`src/hw/buf_pkg.sv`:
```
`default_nettype none

package buf_pkg;

    localparam int FIFO_DEPTH = 16;                   // Entries per port buffer
    localparam int PTR_W      = $clog2(FIFO_DEPTH);
    localparam int IDLE_LIMIT = 30;                   // Unread cycles before a flush

    typedef logic [PTR_W-1:0] ptr_t;                  // Wraps at FIFO_DEPTH
    typedef logic [PTR_W:0]   cnt_t;                  // 0 to FIFO_DEPTH
    typedef logic [$clog2(IDLE_LIMIT+1)-1:0] idle_t;

    // The sop bit marks a header byte
    typedef struct packed {
        logic       sop;
        logic [7:0] data;
    } entry_t;

endpackage

`default_nettype wire

```
`src/hw/pkt_pkg.sv`:
```
`default_nettype none

package pkt_pkg;

    localparam int NUM_PORTS = 3;    // A header naming port 3 is dropped
    localparam int LEN_MAX   = 14;   // Header, 14 bytes and parity fill one buffer

    typedef logic [1:0] port_t;      // Header bits 1:0
    typedef logic [5:0] len_t;       // Header bits 7:2

    // Receive stage FSM
    typedef enum logic [1:0] {
        IDLE,                        // Waiting for a header byte
        PAYLOAD,                     // Forwarding payload bytes
        PARITY,                      // Next byte is the parity byte
        DROP                         // Discarding a rejected packet
    } rx_state_t;

    function automatic len_t hdr_len(input logic [7:0] hdr);
        return hdr[7:2];
    endfunction

    function automatic port_t hdr_port(input logic [7:0] hdr);
        return hdr[1:0];
    endfunction

endpackage

`default_nettype wire

```
`src/hw/fifo_if.sv`:
```
`timescale 1ns/1ps
`default_nettype none

interface fifo_if
    import buf_pkg::*;
();

    // Write side
    logic   push;          // One-cycle write strobe
    entry_t push_entry;
    cnt_t   free_cnt;      // Free entries left for pushes

    // Read side
    logic   pop;           // One-cycle read strobe when not empty
    entry_t pop_entry;     // Entry at the read pointer
    logic   empty;
    logic   flush;         // Drops the whole buffer content

    modport wr (output push, output push_entry, input free_cnt);

    modport fifo_buf (
        input  push, push_entry, pop, flush,
        output free_cnt, empty, pop_entry
    );

    modport rd (output pop, output flush, input empty, input pop_entry);

endinterface

`default_nettype wire

```
`src/hw/pkt_fifo.sv`:
```
`timescale 1ns/1ps
`default_nettype none

module pkt_fifo
    import buf_pkg::*;
(
    input wire       clk,
    input wire       rst,
    fifo_if.fifo_buf fifo
);

    entry_t mem [FIFO_DEPTH];           // Byte plus sop bit per entry
    ptr_t   wr_ptr;
    ptr_t   rd_ptr;
    cnt_t   count;                      // Occupied entries

    // The producer checks free_cnt, so writes are never refused
    always_ff @(posedge clk) begin
        if (fifo.push) begin
            mem[wr_ptr] <= fifo.push_entry;
        end
    end

    always_ff @(posedge clk) begin
        if (rst || fifo.flush) begin
            wr_ptr <= '0;
            rd_ptr <= '0;
            count  <= '0;
        end else begin
            if (fifo.push) begin
                wr_ptr <= wr_ptr + 1'b1;    // Wraps at the depth
            end
            if (fifo.pop) begin
                rd_ptr <= rd_ptr + 1'b1;
            end
            case ({fifo.push, fifo.pop})
                2'b10:   count <= count + 1'b1;
                2'b01:   count <= count - 1'b1;
                default: count <= count;     // Both or neither
            endcase
        end
    end

    assign fifo.free_cnt  = cnt_t'(FIFO_DEPTH) - count;
    assign fifo.empty     = (count == '0);
    assign fifo.pop_entry = mem[rd_ptr];     // Show-ahead read

endmodule

`default_nettype wire

```
`src/hw/port_drain.sv`:
```
`timescale 1ns/1ps
`default_nettype none

module port_drain
    import buf_pkg::*;
(
    input  wire        clk,
    input  wire        rst,
    input  wire        rd_en,
    fifo_if.rd         fifo,
    output logic       out_valid,
    output logic       out_sop,
    output logic [7:0] out_data
);

    idle_t idle_cnt;                    // Consecutive unread cycles
    logic  idle_now;
    logic  flush_q;

    // A read during the flush cycle would pop an entry that is being dropped
    assign fifo.pop   = rd_en && !fifo.empty && !flush_q;
    assign fifo.flush = flush_q;
    assign idle_now   = !fifo.empty && !rd_en;

    always_ff @(posedge clk) begin
        if (rst) begin
            out_valid <= 1'b0;
            flush_q   <= 1'b0;
            idle_cnt  <= '0;
        end else begin
            out_valid <= fifo.pop;
            flush_q   <= 1'b0;
            if (flush_q || !idle_now) begin
                idle_cnt <= '0;
            end else if (idle_cnt == idle_t'(IDLE_LIMIT - 1)) begin
                idle_cnt <= '0;
                flush_q  <= 1'b1;       // Port left unread too long
            end else begin
                idle_cnt <= idle_cnt + 1'b1;
            end
        end
    end

    // Output byte and sop only change on a read
    always_ff @(posedge clk) begin
        if (fifo.pop) begin
            out_sop  <= fifo.pop_entry.sop;
            out_data <= fifo.pop_entry.data;
        end
    end

endmodule

`default_nettype wire

```
`src/hw/router_rx.sv`:
```
`timescale 1ns/1ps
`default_nettype none

module router_rx
    import pkt_pkg::*;
    import buf_pkg::*;
(
    input  wire        clk,
    input  wire        rst,
    input  wire        in_valid,
    input  wire  [7:0] in_data,
    fifo_if.wr         wr_port [NUM_PORTS],
    output logic       pkt_drop,
    output logic       parity_err
);

    rx_state_t  state;
    port_t      dst;                    // Destination latched from the header
    len_t       rem;                    // Payload bytes still to come
    logic [7:0] xor_acc;                // Running XOR of the packet so far

    len_t       len_in;
    port_t      port_in;
    cnt_t       free_cnt [NUM_PORTS];
    cnt_t       free_sel;               // Free space of the port named by in_data
    logic       hdr_ok;
    logic       push_now;
    port_t      push_port;
    entry_t     push_entry;

    assign len_in  = hdr_len(in_data);
    assign port_in = hdr_port(in_data);

    // Fan the single write path out to the port buffers
    for (genvar p = 0; p < NUM_PORTS; p++) begin : g_port
        assign free_cnt[p]           = wr_port[p].free_cnt;
        assign wr_port[p].push       = push_now && (push_port == port_t'(p));
        assign wr_port[p].push_entry = push_entry;
    end

    always_comb begin
        free_sel = '0;                  // Port 3 has no buffer
        for (int i = 0; i < NUM_PORTS; i++) begin
            if (port_in == port_t'(i)) begin
                free_sel = free_cnt[i];
            end
        end
    end

    // Accept only when header, payload and parity all fit
    assign hdr_ok = (int'(port_in) < NUM_PORTS)
                 && (len_in != '0)
                 && (int'(len_in) <= LEN_MAX)
                 && ({2'b00, free_sel} >= ({1'b0, len_in} + 7'd2));

    // Bytes go straight into the buffer on the edge that strobes them
    always_comb begin
        push_now  = 1'b0;
        push_port = dst;
        case (state)
            IDLE: begin
                push_now  = in_valid && hdr_ok;
                push_port = port_in;    // Header is not latched yet
            end
            PAYLOAD, PARITY: begin
                push_now = in_valid;
            end
            default: begin
                push_now = 1'b0;        // DROP writes nothing
            end
        endcase
    end

    assign push_entry.sop  = (state == IDLE);
    assign push_entry.data = in_data;

    always_ff @(posedge clk) begin
        if (rst) begin
            state      <= IDLE;
            dst        <= '0;
            rem        <= '0;
            xor_acc    <= '0;
            pkt_drop   <= 1'b0;
            parity_err <= 1'b0;
        end else begin
            pkt_drop   <= 1'b0;
            parity_err <= 1'b0;
            if (in_valid) begin
                case (state)
                    IDLE: begin
                        dst     <= port_in;
                        rem     <= len_in;
                        xor_acc <= in_data;
                        if (hdr_ok) begin
                            state <= PAYLOAD;
                        end else begin
                            state    <= DROP;
                            pkt_drop <= 1'b1;
                        end
                    end
                    PAYLOAD: begin
                        xor_acc <= xor_acc ^ in_data;
                        rem     <= rem - 1'b1;
                        if (rem == len_t'(1)) begin
                            state <= PARITY;
                        end
                    end
                    PARITY: begin
                        // Parity byte makes the XOR of the whole packet zero
                        parity_err <= ((xor_acc ^ in_data) != 8'h00);
                        state      <= IDLE;
                    end
                    DROP: begin
                        // Count out the payload, then swallow the parity byte
                        rem <= rem - 1'b1;
                        if (rem == '0) begin
                            state <= IDLE;
                        end
                    end
                    default: begin
                        state <= IDLE;
                    end
                endcase
            end
        end
    end

endmodule

`default_nettype wire

```
`src/hw/router_top.sv`:
```
`timescale 1ns/1ps
`default_nettype none

module router_top
    import pkt_pkg::*;
(
    input  wire                       clk,
    input  wire                       rst,
    input  wire                       in_valid,
    input  wire  [7:0]                in_data,
    input  wire  [NUM_PORTS-1:0]      rd_en,
    output wire  [NUM_PORTS-1:0]      out_valid,
    output wire  [NUM_PORTS-1:0]      out_sop,
    output wire  [NUM_PORTS-1:0][7:0] out_data,
    output wire                       pkt_drop,
    output wire                       parity_err
);

    // One buffer link per output port
    fifo_if port_if [NUM_PORTS] ();

    router_rx u_rx (
        .clk        (clk),
        .rst        (rst),
        .in_valid   (in_valid),
        .in_data    (in_data),
        .wr_port    (port_if),
        .pkt_drop   (pkt_drop),
        .parity_err (parity_err)
    );

    for (genvar p = 0; p < NUM_PORTS; p++) begin : g_port
        pkt_fifo u_fifo (
            .clk  (clk),
            .rst  (rst),
            .fifo (port_if[p])
        );

        port_drain u_drain (
            .clk       (clk),
            .rst       (rst),
            .rd_en     (rd_en[p]),
            .fifo      (port_if[p]),
            .out_valid (out_valid[p]),
            .out_sop   (out_sop[p]),
            .out_data  (out_data[p])
        );
    end

endmodule

`default_nettype wire

```
`config.mk`:
```
export PLATFORM = sky130hd
export DESIGN_NAME = router_top
export DESIGN_NICKNAME = d
export VERILOG_FILES = /design/src/hw/buf_pkg.sv /design/src/hw/pkt_pkg.sv /design/src/hw/fifo_if.sv /design/src/hw/pkt_fifo.sv /design/src/hw/port_drain.sv /design/src/hw/router_rx.sv /design/src/hw/router_top.sv
export SDC_FILE = /design/constraint.sdc
export NUM_CORES = 1
export LEC_CHECK = 0
export BUFFER_PORTS_ARGS = -buffer_cell sky130_fd_sc_hd__buf_2
export CAP_MARGIN = 30
export CORE_MARGIN = 3
export CORE_UTILIZATION = 55
export CTS_CLUSTER_DIAMETER = 50
export DETAILED_ROUTE_END_ITERATION = 8
export PLACE_DENSITY = 0.71
export SYNTH_ARGS = -nofsm -noshare
export SYNTH_HDL_FRONTEND = slang
export SYNTH_SLANG_ARGS = --single-unit
export TNS_END_PERCENT = 1
```
`constraint.sdc`:
```
create_clock -name clk -period 8 [get_ports clk]
set_input_delay 0.4 -clock clk [delete_from_list [all_inputs] [get_ports clk]]
set_output_delay 0.4 -clock clk [all_outputs]
set_load 0.05 [all_outputs]
```
==> flow_metrics.env <==
export IMPL_status="completed"
export IMPL_async_reset_ff_share_pct=0
export IMPL_grt_overflow=0
export IMPL_ys_ff_latch=539
export IMPL_slowest_delay_ps=420
export IMPL_synth_ff_type="edfxtp_1"
export IMPL_met3_length_um=2890
export IMPL_ys_seq_area_share_pct=69.9
export IMPL_highest_layer="met4"
export IMPL_initial_core_util_pct=56.3
export IMPL_min_path_type="in2reg"
export IMPL_syn_avg_cell_area_um2=17.6
export IMPL_rsz0062_at_grt="false"
export IMPL_crit_type="reg2reg"
export IMPL_antenna_found_initial=0
export IMPL_regArea_um2=15400
export IMPL_synth_net_count=1323
export IMPL_grt_pass1_wl_um=68000
export IMPL_cts_max_path_buffers=3
export IMPL_core_area_um2=39100
export IMPL_tightestPinTransition_ps=1040
export IMPL_root_buffer="clkbuf_16"
export IMPL_area_growth_pct=13.0
export IMPL_power_density_nw_per_um2=284
export IMPL_synth_edff_count=459
export IMPL_layout_cells_most_common="edfxtp_1"
export IMPL_die_area_um2=42500
export IMPL_cts_tree="built"
export IMPL_drt_iter0_drc=1041
export IMPL_post_cts_repair_setup_buffers=0
export IMPL_power_mw=7.07
export IMPL_drive_above_1_share_pct=24.5
export IMPL_fin_crit_ps=4380
export IMPL_max_vdd_ir_drop_uv=213
export IMPL_nNetsFinal=1402
export IMPL_grt_util_all_layers_pct=21.4
export IMPL_dp_cells=1789
export IMPL_setup_violations=0
export IMPL_gp_congestion=0.761
export IMPL_drt_total_wl_um=43500
export IMPL_yosys_cell_types_count=55
export IMPL_firstDrtPassIters=5
export IMPL_wl_met1_um=18300
export IMPL_via_per_inst=5.90
export IMPL_final_cells=1896
export IMPL_slowest_stage="dfxtp_1"
export IMPL_worst_slack_ps=3620
export IMPL_port_buffers=45
export IMPL_slew_headroom_pct=30.7
export IMPL_hold_violations=0
export IMPL_fin_crit_sh_pct=54.7
export IMPL_top_level_ports=46
export IMPL_post_cts_resized=0
export IMPL_timing_fmax_mhz=229
export IMPL_vias=11200
export IMPL_clock_sinks=539
export IMPL_max_cap_violations=0
export IMPL_die_h_um=206
export IMPL_synth_warnings=0
export IMPL_fin_worst_skew_ps=18.5
export IMPL_crit_required_ps=8480
export IMPL_p_leak_nw=8.04
export IMPL_cts_max_level=2
export IMPL_clk_pin_slew_ps=60
export IMPL_num_rows=72
export IMPL_pre_cts_ws_ps=3620
export IMPL_worst_path_most_repeated_cell="ha_1"
export IMPL_layout_common_cells="edfxtp_1 (459), mux4_2 (135), nor2_1 (99)"
export IMPL_cp_cell_sequence="inv_1 -> ha_1 -> nor3b_1 -> ha_1 -> mux2_2 -> o22ai_1 -> ha_1 -> a21o_1 -> a31o_2 -> a21o_2 -> inv_2 -> ha_1 -> xor2_1 -> ha_1 -> a211o_1 -> nand2_1 -> nand3b_1 -> a31oi_1 -> xnor2_1 -> nor2_1"
export IMPL_diodes=0
export IMPL_slew_viol_final=0
export IMPL_critPathArrivalTime_ps=4850
export IMPL_wl_met2_um=21300
export IMPL_syn_area_um2=22000
export IMPL_cts_buffers=54
export IMPL_die_w_um=206
export IMPL_cp_num_buf_inv=2
export IMPL_crit_family="adder cells"
export IMPL_multi_input_area_um2=6240
export IMPL_syn_inst=1254
export IMPL_grt_max_degree=66
export IMPL_tns_ps=0
export IMPL_wl_per_cell_um=22.9
export IMPL_drc=0
export IMPL_nFillCells=2734
export IMPL_start_kind="register"
export IMPL_crit_fanout=10
export IMPL_final_antenna_net_count=0
export IMPL_hpwl_um=26200
export IMPL_clk_latency_ps=600
export IMPL_endpoint_kind="register"
export IMPL_grt_pass1_vias=11400
[where the power goes]
group,switching (mW),internal (mW)
Clock,1.03,1.53
Combinational,0.723,0.534
Sequential,0.0617,3.19
Total,1.81,5.25
[sequential cells by signal, indices dropped and copies added (netlist names), 3 cells and up]
| signal | count |
|---|---|
| g_port.u_drain.fifo.flush | 3 |
| g_port.u_drain.idle_cnt | 15 |
| g_port.u_drain.out_data | 24 |
| g_port.u_drain.out_sop | 3 |
| g_port.u_drain.out_valid | 3 |
| g_port.u_fifo.count | 15 |
| g_port.u_fifo.mem | 432 |
| g_port.u_fifo.rd_ptr | 12 |
| g_port.u_fifo.wr_ptr | 12 |
| u_rx.rem | 6 |
| u_rx.xor_acc | 8 |
[through the flow]
step	hold slack [ps]	instance area (um2)	util [%]
3_5_place_dp	453	23000	58.8
2_1_floorplan	433	22000	-
4_1_cts	199	24900	63.6
6_report	243	24900	63.6
5_1_grt	247	24900	63.6
3_3_place_gp	445	22900	58.4
[worst min-delay path, delay by kind of cell]
| family | cells | cell delay [ps] |
|---|---|---|
| buf+inv | 1 | 210 |
| compound gates | 1 | 60 |
| simple gates | 1 | 110 |
[per-layer routing]
metal / global-route usage, % / up-vias
li1: - / 5071
met1: 30.4 / 5680
met2: 34.5 / 368
met3: 4.50 / 76
met4: 5.41 / 0
met5: 0 / -
[Yosys cell counts, types with 9 or more instances]
cell type,instances,share of area [%]
edfxtp_1,459,63
mux4_2,135,14
nor2_1,99,1.7
dfxtp_1,80,7.3
ha_1,53,3.0
clkbuf_1,47,0.80
nand2_1,43,0.73
a21oi_1,40,0.91
xor2_1,32,1.3
inv_1,30,0.51
nand3_1,27,0.61
o21ai_0,25,0.57
nor3_1,23,0.52
xnor2_1,15,0.60
buf_2,13,0.30
a211oi_1,12,0.41
mux2i_1,12,0.55
nand2b_1,12,0.34
nor3b_1,10,0.34
nor2b_1,9,0.26
[kinds of logic after synthesis]
logic type | count (synthesis) | share of synthesized area [%]
buf+inv | 103 | 2.00
xor+xnor | 47 | 1.87
compound gates | 104 | 3.01
simple gates | 256 | 5.51
fa+ha+maj | 55 | 3.19
flops | 539 | 69.9
mux | 150 | 14.5
[final cells by class]
cell class              count  area share (%)
clock buffers              81            6.21
clock inverters            20            1.15
inverters                  32           0.493
multi-input cells         612            25.1
flip-flops and latches    539            61.9
well taps                 518            2.61
repair buffers             94            2.60
[worst paths after layout]
check / startpoint / endpoint / slack, ps / cells after the start
max: g_port[0].u_fifo.count[0]$_SDFFE_PP0P_ / g_port[1].u_fifo.count[4]$_SDFFE_PP0P_ / 3620 / 20
min: in_valid / u_rx.parity_err$_SDFF_PP0_ / 240 / 3
max reg2reg: g_port[0].u_fifo.count[0]$_SDFFE_PP0P_ / g_port[1].u_fifo.count[4]$_SDFFE_PP0P_ / 3620 / 20
min reg2reg: g_port[2].u_drain.idle_cnt[0]$_SDFF_PP0_ / g_port[2].u_drain.idle_cnt[0]$_SDFF_PP0_ / 460 / 1
[what timing repair did]
item	4_1_cts	5_1_grt
hold buffers	3	0
endpoints found under the hold margin	3	0
endpoints found under the setup margin	0	0
(Power assumes the default switching activity.)
